--- config.mk ---
export PLATFORM = sky130hd
export DESIGN_NAME = pix_scan_test_top
export DESIGN_NICKNAME = d
export VERILOG_FILES = /design/src/common/pix_test_pkg.sv /design/src/capture/dnn_capture.sv /design/src/sequencer/scan_test_sequencer.sv /design/src/hdl/pix_scan_test_top.sv
export SDC_FILE = /design/constraint.sdc
export NUM_CORES = 1
export LEC_CHECK = 0
export ABC_AREA = 1
export BUFFER_PORTS_ARGS = -buffer_cell sky130_fd_sc_hd__buf_2
export CORE_ASPECT_RATIO = 0.75
export CORE_MARGIN = 2
export CORE_UTILIZATION = 58
export CTS_BUF_LIST = sky130_fd_sc_hd__clkbuf_4 sky130_fd_sc_hd__clkbuf_8
export DETAILED_ROUTE_END_ITERATION = 6
export GPL_TIMING_DRIVEN = 0
export MAX_ROUTING_LAYER = met4
export PLACE_DENSITY = 0.88
export SLEW_MARGIN = 15
export SYNTH_ARGS = -nofsm -noshare
export SYNTH_HDL_FRONTEND = slang
export SYNTH_SLANG_ARGS = --single-unit
export TNS_END_PERCENT = 20
--- constraint.sdc ---
create_clock -name clk -period 3.54 [get_ports clk]
set_input_delay 1.062 -clock clk [delete_from_list [all_inputs] [get_ports clk]]
set_output_delay 1.062 -clock clk [all_outputs]
set_load 0.1 [all_outputs]
--- src/common/pix_test_pkg.sv ---
// shared widths, scan modes, sequencer states and capture types; capture depth fixed by the chip
`default_nettype none

package pix_test_pkg;

  // ------------------------------------------------------------
  // widths
  // ------------------------------------------------------------

  // phase counter and every programmed delay share this width
  typedef logic [5:0] phase_t;

  // samples kept per channel, set by the chip readout format
  localparam int dnn_reg_width = 16;

  // newest sample sits in bit 0
  typedef logic [dnn_reg_width-1:0] capture_word_t;

  // ------------------------------------------------------------
  // chip signals
  // ------------------------------------------------------------

  // per-cycle observed outputs of the pixel chip
  typedef struct packed {
    logic dnn_0;
    logic dnn_1;
    logic bxclk_ana;
    logic bxclk;
  } chip_sample_t;

  // captured readout, one shift register per observed signal
  typedef struct packed {
    capture_word_t dnn_0;
    capture_word_t dnn_1;
    capture_word_t bxclk_ana;
    capture_word_t bxclk;
  } capture_set_t;

  // scan chain mode: low shifts serially, high loads the comparators
  typedef logic scan_mode_t;
  localparam scan_mode_t scan_mode_shift_in  = 1'b0;
  localparam scan_mode_t scan_mode_load_comp = 1'b1;

  // ------------------------------------------------------------
  // control
  // ------------------------------------------------------------

  typedef enum logic [3:0] {
    st_idle,
    st_delay_test,
    st_reset_pulse,
    st_trig_high_1,
    st_trig_high_2,
    st_delay_scanload,
    st_scanload_1,
    st_scanload_2,
    st_done
  } seq_state_t;

  // sequencer to capture block
  typedef enum logic [1:0] {
    cap_hold,
    cap_clear,
    cap_shift
  } capture_cmd_t;

endpackage

`default_nettype wire

--- src/capture/dnn_capture.sv ---
// one command per cycle, applied on the next edge; samples must be synchronous to clk
`default_nettype none
`timescale 1ns/1ps

module dnn_capture (
  input  logic                       clk,
  input  logic                       test_mask_reset_not,
  input  pix_test_pkg::capture_cmd_t capture_cmd,
  input  pix_test_pkg::chip_sample_t sample,
  output pix_test_pkg::capture_set_t captured
);

  import pix_test_pkg::*;

  capture_set_t shifted;

  // ------------------------------------------------------------
  // shift path, newest sample enters at bit 0
  // ------------------------------------------------------------
  always_comb begin
    shifted.dnn_0     = {captured.dnn_0[dnn_reg_width-2:0], sample.dnn_0};
    shifted.dnn_1     = {captured.dnn_1[dnn_reg_width-2:0], sample.dnn_1};
    shifted.bxclk_ana = {captured.bxclk_ana[dnn_reg_width-2:0], sample.bxclk_ana};
    shifted.bxclk     = {captured.bxclk[dnn_reg_width-2:0], sample.bxclk};
  end

  // ------------------------------------------------------------
  // capture registers
  // ------------------------------------------------------------
  always_ff @(posedge clk) begin
    if (test_mask_reset_not) begin
      captured <= '0;
    end else begin
      case (capture_cmd)
        cap_clear: begin
          captured <= '0;
        end
        cap_shift: begin
          captured <= shifted;
        end
        default: begin
          // hold keeps the readout stable until the next run clears it
          captured <= captured;
        end
      endcase
    end
  end

endmodule

`default_nettype wire

--- src/sequencer/scan_test_sequencer.sv ---
// phase_count must free-run modulo 64 and the delay inputs must stay stable for a whole run
`default_nettype none
`timescale 1ns/1ps

module scan_test_sequencer (
  input  logic                      clk,
  input  logic                      test_mask_reset_not,
  input  logic                      start,
  input  logic                      reset_pulse_mask,
  input  logic                      scan_load_delay_disable,
  input  pix_test_pkg::phase_t      phase_count,
  input  pix_test_pkg::phase_t      test_delay,
  input  pix_test_pkg::phase_t      trig_phase,
  input  pix_test_pkg::phase_t      scan_load_delay,
  output logic                      chip_reset_n,
  output logic                      trig_out,
  output logic                      done,
  output pix_test_pkg::scan_mode_t  scan_load,
  output pix_test_pkg::capture_cmd_t capture_cmd
);

  import pix_test_pkg::*;

  seq_state_t state;
  seq_state_t state_next;
  phase_t     delay_cnt;
  phase_t     delay_cnt_next;
  scan_mode_t scan_load_next;
  logic       chip_reset_n_next;
  logic       phase_match;
  logic       delay_reached;
  // level driven on chip reset while the pulse is active
  logic       reset_level;

  // a step ends on the cycle where the phase counter hits the programmed delay
  assign phase_match   = (phase_count == test_delay);
  assign delay_reached = (delay_cnt == scan_load_delay);
  assign reset_level   = reset_pulse_mask;

  // ------------------------------------------------------------
  // next state and registered output values
  // ------------------------------------------------------------
  always_comb begin
    state_next        = state;
    delay_cnt_next    = '0;
    scan_load_next    = scan_mode_load_comp;
    chip_reset_n_next = 1'b1;
    capture_cmd       = cap_clear;

    case (state)
      st_idle: begin
        if (start) begin
          state_next = st_delay_test;
        end else begin
          capture_cmd = cap_hold;
        end
      end

      st_delay_test: begin
        if (phase_match) begin
          state_next        = st_reset_pulse;
          chip_reset_n_next = reset_level;
          scan_load_next    = scan_mode_shift_in;
        end
      end

      st_reset_pulse: begin
        if (phase_match) begin
          state_next = st_trig_high_1;
          // disable path leaves shift mode at the end of the pulse
          scan_load_next = scan_load_delay_disable ? scan_mode_load_comp : scan_mode_shift_in;
        end else begin
          chip_reset_n_next = reset_level;
          scan_load_next    = scan_mode_shift_in;
        end
      end

      st_trig_high_1: begin
        scan_load_next = scan_load_delay_disable ? scan_mode_load_comp : scan_mode_shift_in;
        if (phase_match) begin
          state_next = st_trig_high_2;
        end
      end

      st_trig_high_2: begin
        if (scan_load_delay_disable) begin
          // no scan load in this path, capture runs during the trigger fall
          capture_cmd = cap_shift;
          if (phase_match) begin
            state_next = st_done;
          end
        end else begin
          scan_load_next = scan_mode_shift_in;
          if (phase_match) begin
            delay_cnt_next = delay_cnt + phase_t'(1);
            if (scan_load_delay == '0) begin
              state_next     = st_scanload_1;
              scan_load_next = scan_mode_load_comp;
            end else begin
              state_next = st_delay_scanload;
            end
          end
        end
      end

      st_delay_scanload: begin
        scan_load_next = scan_mode_shift_in;
        delay_cnt_next = delay_cnt;
        if (phase_match) begin
          if (delay_reached) begin
            state_next     = st_scanload_1;
            scan_load_next = scan_mode_load_comp;
            delay_cnt_next = '0;
          end else begin
            delay_cnt_next = delay_cnt + phase_t'(1);
          end
        end
      end

      st_scanload_1: begin
        if (phase_match) begin
          state_next = st_scanload_2;
        end
      end

      st_scanload_2: begin
        capture_cmd = cap_shift;
        if (phase_match) begin
          state_next = st_done;
        end
      end

      st_done: begin
        state_next  = st_idle;
        capture_cmd = cap_hold;
      end

      default: begin
        state_next = st_idle;
      end
    endcase
  end

  // ------------------------------------------------------------
  // state and output registers
  // ------------------------------------------------------------
  always_ff @(posedge clk) begin
    if (test_mask_reset_not) begin
      state        <= st_idle;
      delay_cnt    <= '0;
      scan_load    <= scan_mode_load_comp;
      chip_reset_n <= 1'b1;
      done         <= 1'b0;
    end else begin
      state        <= state_next;
      delay_cnt    <= delay_cnt_next;
      scan_load    <= scan_load_next;
      chip_reset_n <= chip_reset_n_next;
      // one cycle pulse after the done state
      done         <= (state == st_done);
    end
  end

  // trigger rises in trig-high-1 and falls in trig-high-2 at the same phase,
  // so the high time is one full phase period
  always_ff @(posedge clk) begin
    if (test_mask_reset_not) begin
      trig_out <= 1'b0;
    end else if (phase_count == trig_phase) begin
      if (state == st_trig_high_1) begin
        trig_out <= 1'b1;
      end else if (state == st_trig_high_2) begin
        trig_out <= 1'b0;
      end
    end
  end

endmodule

`default_nettype wire

--- src/hdl/pix_scan_test_top.sv ---
// start is ignored outside idle; captured is valid from done until the next start
`default_nettype none
`timescale 1ns/1ps

module pix_scan_test_top (
  input  logic                       clk,
  input  logic                       test_mask_reset_not,
  input  logic                       start,
  input  logic                       reset_pulse_mask,
  input  logic                       scan_load_delay_disable,
  input  pix_test_pkg::phase_t       phase_count,
  input  pix_test_pkg::phase_t       test_delay,
  input  pix_test_pkg::phase_t       trig_phase,
  input  pix_test_pkg::phase_t       scan_load_delay,
  input  pix_test_pkg::chip_sample_t sample,
  output logic                       chip_reset_n,
  output logic                       trig_out,
  output logic                       done,
  output pix_test_pkg::scan_mode_t   scan_load,
  output pix_test_pkg::capture_set_t captured
);

  import pix_test_pkg::*;

  // clear/shift/hold from the sequencer to the capture registers
  capture_cmd_t capture_cmd;

  scan_test_sequencer scan_test_sequencer_inst (
    .clk                     (clk),
    .test_mask_reset_not     (test_mask_reset_not),
    .start                   (start),
    .reset_pulse_mask        (reset_pulse_mask),
    .scan_load_delay_disable (scan_load_delay_disable),
    .phase_count             (phase_count),
    .test_delay              (test_delay),
    .trig_phase              (trig_phase),
    .scan_load_delay         (scan_load_delay),
    .chip_reset_n            (chip_reset_n),
    .trig_out                (trig_out),
    .done                    (done),
    .scan_load               (scan_load),
    .capture_cmd             (capture_cmd)
  );

  dnn_capture dnn_capture_inst (
    .clk                 (clk),
    .test_mask_reset_not (test_mask_reset_not),
    .capture_cmd         (capture_cmd),
    .sample              (sample),
    .captured            (captured)
  );

endmodule

`default_nettype wire

=== Word level (Yosys, flattened, before mapping) ===
Cells that the tools add are included.

* Register bits: 78
* Output and inout port bits: 68
* Logic and storage cells: 73

* Equality and inequality tests: 21
* Reductions and logical operators: 6
* Add/subtract/negate cells: 1
* Muxes and demuxes: 35

{| class="wikitable"
|+ Operator list
! cell !! number
|-
| one-hot mux 64 bit (2 select lines) || 1
|-
| 2-to-1 mux 4 bit || 10
|-
| one-hot mux 4 bit (8 select lines) || 1
|-
| 2-to-1 mux 6 bit || 4
|-
| equality test 6 bit || 3
|-
| equality test 4 x 3 -> 1 bit (second input constant) || 4
|-
| 2-to-1 mux 1 bit || 13
|-
| != test 2 x 1 -> 1 bit (second input constant) || 6
|-
| one-hot mux 6 bit (2 select lines) || 1
|-
| equality test 4 x 2 -> 1 bit (second input constant) || 2
|-
| one-hot mux 2 bit (4 select lines) || 1
|-
| AND reduction 8 bit || 1
|-
| adder 6 x 1 -> 6 bit (second input constant) || 1
|-
| logical NOT 6 bit || 1
|-
| one-hot mux 1 bit (5 select lines) || 1
|-
| equality test 4 x 1 -> 1 bit (second input constant) || 1
|-
| equality test 4 bit (second input constant) || 1
|-
| logical NOT 4 bit || 1
|-
| 2-to-1 mux 2 bit || 2
|-
| nonzero test 2 bit || 2
|-
| != test 3 x 2 -> 1 bit (second input constant) || 1
|-
| equality test 2 x 1 -> 1 bit (second input constant) || 1
|-
| equality test 2 bit (second input constant) || 1
|-
| != test 2 bit (second input constant) || 1
|-
| 2 further kinds || 2
|}

=== Logic depth before layout (Yosys ltp) ===
Gate-level depths: netlist of the first run.

* Word-level depth: 5
* Gate-level depth with buffers: 12
* Depth with buffers taken out: 11

=== Cells and area by module ===
Synthesis of the first run repeated with hierarchy kept, for this count alone.

* Cell total of the unflattened synthesis: 491
* Area, all modules: 3738.6 sq um

{| class="wikitable"
|+ Modules (own cells, without submodules)
! module !! area an instance (sq um) !! sequential area each (sq um) !! cells an instance !! instances
|-
| dnn_capture || 2478.6 || 1281.2 || 286 || 1
|-
| scan_test_sequencer || 1260.0 || 280.3 || 205 || 1
|}

=== Worst setup path after synthesis of the first run ===
No wires, ideal clock.

* Path kind: in2reg
* From: input scan_load_delay_disable
* To: register, netlist name dnn_capture_inst.captured[10]
* Setup time: 0.067 ns
* Stages on the path: 9
* Data required time: 3.473 ns
* Data arrival time: 2.406 ns
* Path slack: 1.067 ns
* Buffers on the path: 2
* Cells stage by stage: inv_1 > nand2_4 > inv_1 > a211oi_1 > ha_1 > clkbuf_1 > clkbuf_1 > a21oi_1 > nor2_1

* Cells in the longest elaborated chain, start to end: 4

{| class="wikitable"
|+ RTL lines
! item !! RTL line !! text
|-
| start: declaration || pix_scan_test_top.sv:10 || <nowiki>input logic scan_load_delay_disable,</nowiki>
|-
| 2-to-1 mux 2 bit (*) || scan_test_sequencer.sv:86 || <nowiki>if (scan_load_delay_disable) begin</nowiki>
|-
| one-hot mux 2 bit (4 select lines) (*) || scan_test_sequencer.sv:50 || <nowiki>case (state)</nowiki>
|-
| equality test 2 bit or equality test 2 x 1 -> 1 bit (tied branches) || dnn_capture.sv:34 || <nowiki>case (capture_cmd)</nowiki>
|-
| one-hot mux 64 bit (2 select lines) or nonzero test 2 bit (tied branches) || - ||
|}

Mark *: on every way between the ends. The rest lies on a longest branch, timed or not.
A chain may end at the register's enable or synchronous reset.

=== Final worst setup path of the first run ===
* From: input scan_load_delay_disable
* To: register, netlist name dnn_capture_inst.captured[47]

* Cells in the longest elaborated chain, start to end: 4

{| class="wikitable"
|+ RTL lines
! item !! RTL line
|-
| 2-to-1 mux 2 bit (*) || scan_test_sequencer.sv:86
|-
| one-hot mux 2 bit (4 select lines) (*) || scan_test_sequencer.sv:50
|-
| equality test 2 bit or equality test 2 x 1 -> 1 bit (tied branches) || dnn_capture.sv:34
|-
| one-hot mux 64 bit (2 select lines) or nonzero test 2 bit (tied branches) || -
|}

Marked as above.

==> results of run 1 <==
## state kept, by name (all words and copies together), names as in the netlist
signal,count
scan_test_sequencer_inst.chip_reset_n,1
scan_test_sequencer_inst.done,1
dnn_capture_inst.captured,64
scan_test_sequencer_inst.trig_out,1
scan_test_sequencer_inst.delay_cnt,6
scan_test_sequencer_inst.state,4
scan_test_sequencer_inst.scan_load,1
## metal layers
| metal | routed length, um | vias up | global-route usage | share of wire |
|---|---|---|---|---|
| li1 | - | 1865 | - | - |
| met1 | 4020 | 1704 | 0.351 | 0.45 |
| met2 | 4190 | 129 | 0.436 | 0.47 |
| met3 | 609 | 11 | 0.0778 | 0.068 |
| met4 | 69 | 0 | 0.0660 | 0.0078 |
| met5 | 0 | - | - | 0 |
## layout make-up
cell class,count,area share
clock inverter,5,0.0195
tap,78,0.0224
inverter,47,0.0405
clock buffer,10,0.0301
buffer,28,0.0250
multi-input combinational,351,0.391
timing repair buffer,99,0.114
sequential,78,0.358
## through the flow
step	area (um^2)	utilization	hold WS, ns
final	4360	0.744	0.484
after global placement	4140	0.707	0.464
after detailed placement	4140	0.707	0.469
after global routing	4360	0.744	0.519
after floorplan	3550	-	0.485
after CTS	4360	0.744	0.480
## logic make-up after synthesis
group,share of synthesized area
buf+inv,0.0804
simple gates,0.247
fa+ha+maj,0.00705
compound gates,0.216
flops,0.440
xor+xnor,0.00987
## worst min-delay path, cell delays in order (launching register included)
cell and delay (ns):
dfxtp_1 0.31, o21ai_0 0.07, a21oi_1 0.06
## layout by cell type (no fill, tap or decap), drive strengths merged, types with 3 or more instances in the layout
master	instances
buf	102
nor2	98
dfxtp	78
o21ai	74
nand2	74
a21oi	71
inv	46
clkbuf	35
nand3	14
nand4	4
xor2	4
nor3	3
clkinv	3
## path summary, 6_finish.rpt
check | from | endpoint | slack, ns | cells past startpoint
setup / recovery | scan_load_delay_disable | dnn_capture_inst.captured[47] | 0.89 | 10
hold / removal | scan_test_sequencer_inst.trig_out | scan_test_sequencer_inst.trig_out | 0.48 | 2
setup reg to reg | scan_test_sequencer_inst.state[3] | dnn_capture_inst.captured[47] | 1.08 | 12
hold reg to reg | scan_test_sequencer_inst.trig_out | scan_test_sequencer_inst.trig_out | 0.48 | 2
==> results.sh, run 1 <==
export IMPL_regArea_mm2=0.00156
export IMPL_yosys_cell_types_count=31
export IMPL_rows=24
export IMPL_worst_path_max_delay_cell="clkbuf_1"
export IMPL_gp_congestion=0.865
export IMPL_synth_area_top_cells="dfxtp_1 44%, o21ai_0 10%, nor2_1 9.6%"
export IMPL_hold_buffers=0
export IMPL_setup_tns_ns=0
export IMPL_worstMarginPinSlew_ns=0.508
export IMPL_io_buffers=99
export IMPL_layout_drive_gt1_share=0.249
export IMPL_cts_tree="yes"
export IMPL_h_tree_depth=3
export IMPL_cts_reportedPaths_clkPinSlew_ns=0.08
export IMPL_worstPathCellList="buf_2 > inv_1 > nand2_4 > inv_1 > a211oi_1 > ha_1 > clkbuf_1 > clkbuf_1 > a21oi_1 > nor2_1"
export IMPL_wl_per_cell_um=12.8
export IMPL_synth_edf_count=0
export IMPL_multi_input_area_mm2=0.00170
export IMPL_skew_ns=0.0105
export IMPL_place_inst=681
export IMPL_top_level_ports=101
export IMPL_yosys_warnings=0
export IMPL_cts_resized=0
export IMPL_critPathMaxFanout=10
export IMPL_syn_to_final_growth_pct=22.8
export IMPL_ys_flop_type="dfxtp_1"
export IMPL_startpoint_type="input port"
export IMPL_grt_max_degree=14
export IMPL_vias=3709
export IMPL_status="completed"
export IMPL_cp_required_ns=3.82
export IMPL_synth_top_cells_by_count="91 x nor2_1, 78 x dfxtp_1, 72 x o21ai_0"
export IMPL_post_cts_buffers=0
export IMPL_end_kind="flip-flop"
export IMPL_fillers=484
export IMPL_fin_crit_ns=2.65
export IMPL_synth_top_area_cell="dfxtp_1"
export IMPL_max_slew_margin=0.664
export IMPL_core_mm2=0.00586
export IMPL_synthCells=504
export IMPL_hp_class="reg -> reg"
export IMPL_crit_type="in -> reg"
export IMPL_grt_pass1_wl_um=14400
export IMPL_fmax_mhz=377
export IMPL_finalHoldViolCount=0
export IMPL_antenna_cells=0
export IMPL_setup_slack_ns=0.889
export IMPL_instances_no_fill=696
export IMPL_start_util=0.606
export IMPL_drt_pass1_iter_count=5
export IMPL_worst_path_buf_inv=5
export IMPL_critPathMaxStageDelay_ns=0.41
export IMPL_dieArea_mm2=0.00677
export IMPL_dp_hpwl_um=6560
export IMPL_fp_dieH_um=71.8
export IMPL_async_flop_share=0
export IMPL_grt_pass1_vias=3282
export IMPL_avgSynthCellArea_um2=7.04
export IMPL_yosysMostFrequentCell="nor2_1"
export IMPL_antenna_found_initial=0
export IMPL_yosys_area_top_type_share=0.440
export IMPL_dr_first_iter_drc_count=216
export IMPL_grt_usage=0.275
export IMPL_maxCapViolations=0
export IMPL_post_route_period_util=0.749
export IMPL_drc=0
export IMPL_syn_num_nets=539
export IMPL_setup_violations=0
export IMPL_final_max_slew_viol_count=0
export IMPL_die_w_um=94.3
export IMPL_pre_cts_slack_ns=0.561
export IMPL_clkLatencyLatePin_ns=0.35
export IMPL_wl_um=8900
export IMPL_cts_sinks=78
export IMPL_numCtsBuffers=9
export IMPL_seq_area_frac_synth=0.440
export IMPL_nNetsFinal=649
export IMPL_grt_overflow=0
export IMPL_viasPerCell=5.33
export IMPL_crit_family="buffers and inverters"
export IMPL_clk_path_buf_depth=2
export IMPL_synth_ff_latch_count=78
export IMPL_clockRootBuffer="clkbuf_8"
export IMPL_arrival_ns=2.93
export IMPL_rsz0062_at_grt="no"
export IMPL_ant_nets=0
export IMPL_syn_area_mm2=0.00355
Power of run 1 is left out: the tool's default activity adds up to more than one toggle a clock period on the data nets, which glitch-free logic cannot reach.
==> inputs of run 2 (changes only) <==
ABC_AREA = 0   (was 1)
CORE_UTILIZATION = 49   (was 58)
PLACE_DENSITY = 0.79   (was 0.88)
clock period = 2.3 ns   (was 3.54 ns; I/O delays follow)
==> run 2 against run 1 <==
  * Routed wire length increased by 3.5%
  * Cell count up 1.9%
  * Synthesized area increased by 0.67%
  * Clock skew fell by 0.0019 ns
  * Register-to-register slack worse by 0.97 ns
  * Utilization fell by 9.5 points
  * First-iteration DRC count down 5.6%
  * Synthesized cell count is 1.6% lower
  * Cell area up 3.2%
  * Global-route usage fell by 2.9 points
  * Count of clock-buffer cells in the layout up 1
  * Critical path type unchanged
==> results.sh, run 2 <==
export IMPL_status="completed"
export IMPL_largest_reg_flops=64
export IMPL_drc=0
export IMPL_max_slew_margin=0.536
export IMPL_numCtsBuffers=9
export IMPL_io_buffers=100
export IMPL_crit_type="in -> reg"
export IMPL_synth_area_top_cells="dfxtp_1 44%, nor2_1 14%, a21oi_1 9.8%"
export IMPL_cts_tree="yes"
export IMPL_worstMarginPinSlew_ns=0.696
export IMPL_hp_class="reg -> reg"
export IMPL_clkLatencyLatePin_ns=0.33
export IMPL_grt_overflow=0
export IMPL_antenna_found_initial=0
export IMPL_reg2reg_depth=9
export IMPL_finalHoldViolCount=0
export IMPL_grt_pass1_wl_um=15400
export IMPL_syn_area_mm2=0.00357
export IMPL_async_flop_share=0
export IMPL_whs_endpoint="dnn_capture_inst.captured[31]"
export IMPL_viasPerCell=5.20
export IMPL_seq_area_frac_synth=0.437
export IMPL_hold_buffers=0
export IMPL_syn_to_final_growth_pct=25.9
export IMPL_r2r_start="scan_test_sequencer_inst.state[1]"
export IMPL_clockRootBuffer="clkbuf_8"
export IMPL_gp_congestion=0.948
export IMPL_die_w_um=103
export IMPL_vias=3689
export IMPL_nNetsFinal=642
export IMPL_fin_crit_ns=2.21
export IMPL_h_tree_depth=3
export IMPL_grt_max_degree=13
export IMPL_fmax_mhz=453
export IMPL_cts_sinks=78
export IMPL_fp_dieH_um=78.0
export IMPL_wl_per_cell_um=13.0
export IMPL_cp_required_ns=2.51
export IMPL_synth_edf_count=0
export IMPL_cts_reportedPaths_clkPinSlew_ns=0.07
export IMPL_avgSynthCellArea_um2=7.20
export IMPL_dr_first_iter_drc_count=204
export IMPL_yosysMostFrequentCell="nor2_1"
export IMPL_start_util=0.516
export IMPL_arrival_ns=2.41
export IMPL_yosys_warnings=0
export IMPL_yosys_area_top_type_share=0.437
export IMPL_reg_top3="dnn_capture_inst.captured: 64 flops, scan_test_sequencer_inst.delay_cnt: 6 flops, scan_test_sequencer_inst.state: 4 flops"
export IMPL_yosys_cell_types_count=47
export IMPL_hold_depth=2
export IMPL_power_leakage_nw=1.97
export IMPL_ant_nets=0
export IMPL_r2r_slack_ns=0.11
export IMPL_layout_commonest_cell="nor2_1"
export IMPL_synth_top_area_cell="dfxtp_1"
export IMPL_ys_flop_type="dfxtp_1"
export IMPL_clk_path_buf_depth=2
export IMPL_synth_ff_latch_count=78
export IMPL_synthCells=496
export IMPL_final_cell_mix="134 x nor2_1, 105 x buf_2, 78 x dfxtp_1"
export IMPL_dieArea_mm2=0.00800
export IMPL_core_mm2=0.00693
export IMPL_wl_um=9210
export IMPL_grt_pass1_vias=3305
export IMPL_largest_register="dnn_capture_inst.captured"
export IMPL_maxCapViolations=0
export IMPL_rr_endpoint="dnn_capture_inst.captured[15]"
export IMPL_syn_num_nets=531
export IMPL_total_power_mw=3.20
export IMPL_peakVddDrop_mv=0.421
export IMPL_regArea_mm2=0.00156
export IMPL_critPathMaxFanout=10
export IMPL_post_route_period_util=0.959
export IMPL_end_kind="flip-flop"
export IMPL_layout_drive_gt1_share=0.257
export IMPL_rows=26
export IMPL_drt_pass1_iter_count=5
export IMPL_holdWs_ns=0.501
export IMPL_power_density_mw_per_mm2=710
export IMPL_final_max_slew_viol_count=0
export IMPL_setup_violations=0
export IMPL_synth_top_cells_by_count="138 x nor2_1, 78 x dfxtp_1, 75 x nand2_1"
export IMPL_dp_hpwl_um=6720
export IMPL_multi_input_area_mm2=0.00190
export IMPL_antenna_cells=0
export IMPL_top_level_ports=101
export IMPL_grt_usage=0.246
export IMPL_rsz0062_at_grt="yes"
export IMPL_hold_start="dnn_capture_inst.captured[31]"
export IMPL_fillers=670
export IMPL_startpoint_type="input port"
export IMPL_skew_ns=0.00862
==> run 2: cell count changes after synthesis, moves of 4 or more <==
cell and delta:
nor2_2 -5, buf_1 +10, inv_2 -10, xor2_1 +9
inv_1 -30, nor2_1 +47, nand2_1 +10, nand2_2 -6
nor3_1 +7, xnor2_1 +6, o21ai_0 -62, nand3_1 -5
nand3_2 -4
==> run 2: how the worst max path moves through the flow <==
stage,start,to,cells after the start
after floorplan,scan_load_delay_disable,dnn_capture_inst.captured[0],9
after detailed placement,scan_load_delay_disable,dnn_capture_inst.captured[11],10
after global placement,scan_load_delay_disable,dnn_capture_inst.captured[6],10
after CTS,scan_test_sequencer_inst.state[1],dnn_capture_inst.captured[45],9
final,scan_load_delay_disable,dnn_capture_inst.captured[15],9
after global routing,scan_test_sequencer_inst.state[1],dnn_capture_inst.captured[12],9
==> run 2: logic make-up (layout without fill, tap and decap cells) <==
kind of cell / Yosys count / in the layout / synth area share
xor+xnor: 19 / 19 / 0.0466
fa+ha+maj: 2 / 2 / 0.00700
compound gates: 102 / 102 / 0.165
simple gates: 254 / 254 / 0.300
flops: 78 / 78 / 0.437
buf+inv: 40 / 155 / 0.0420
mux: 1 / 1 / 0.00280
==> run 2: what timing repair did <==
item / in CTS / in global routing
resized for setup: 24 / 39
setup buffers: 0 / 2
endpoints found under the setup margin: 64 / 64
pin swaps: 0 / 1
==> run 2: where the power goes <==
group | leakage [nW] | internal (mW) | switching [mW]
Combinational | 1.25 | 0.266 | 0.541
Clock | 0.0986 | 0.534 | 0.464
Sequential | 0.628 | 1.37 | 0.0211
==> run 2: stage by stage <==
step / area [um^2] / util / worst slack (ns) / TNS [ns] / std cells
floorplan: 3580 / - / -0.0532 / -2.97 / 496
global placement: 4200 / 0.607 / -0.572 / -35.27 / 694
detailed placement: 4200 / 0.607 / -0.624 / -37.71 / 694
CTS: 4430 / 0.640 / 0.0283 / 0 / 708
global route: 4500 / 0.649 / -0.00460 / -0.0138 / 709
finish: 4500 / 0.649 / 0.0936 / 0 / 709
==> run 2: critical path, stage by stage <==
cell      delay (ns)
buf_2           0.15
or3b_4          0.40
a21o_1          0.21
o21ai_0         0.08
ha_2            0.30
buf_4           0.18
clkbuf_4        0.19
a21oi_1         0.15
nor2_1          0.06
==> run 2: layout make-up <==
type	count	area share
Multi-Input combinational cell	378	0.421
Sequential cell	78	0.347
Timing Repair Buffer	102	0.115
Buffer	32	0.0417
Clock buffer	11	0.0323
Tap cell	98	0.0273
Clock inverter	4	0.0106
Inverter	6	0.00501
==> run 2: layer usage <==
metal / wire length [um] / GRT usage / up-vias / share of wire
li1: - / - / 1860 / -
met1: 4190 / 0.318 / 1693 / 0.46
met2: 4230 / 0.389 / 129 / 0.46
met3: 712 / 0.0649 / 7 / 0.077
met4: 76 / 0.0480 / 0 / 0.0083
met5: 0 / - / - / 0
Power figures use the tool's default switching activity.
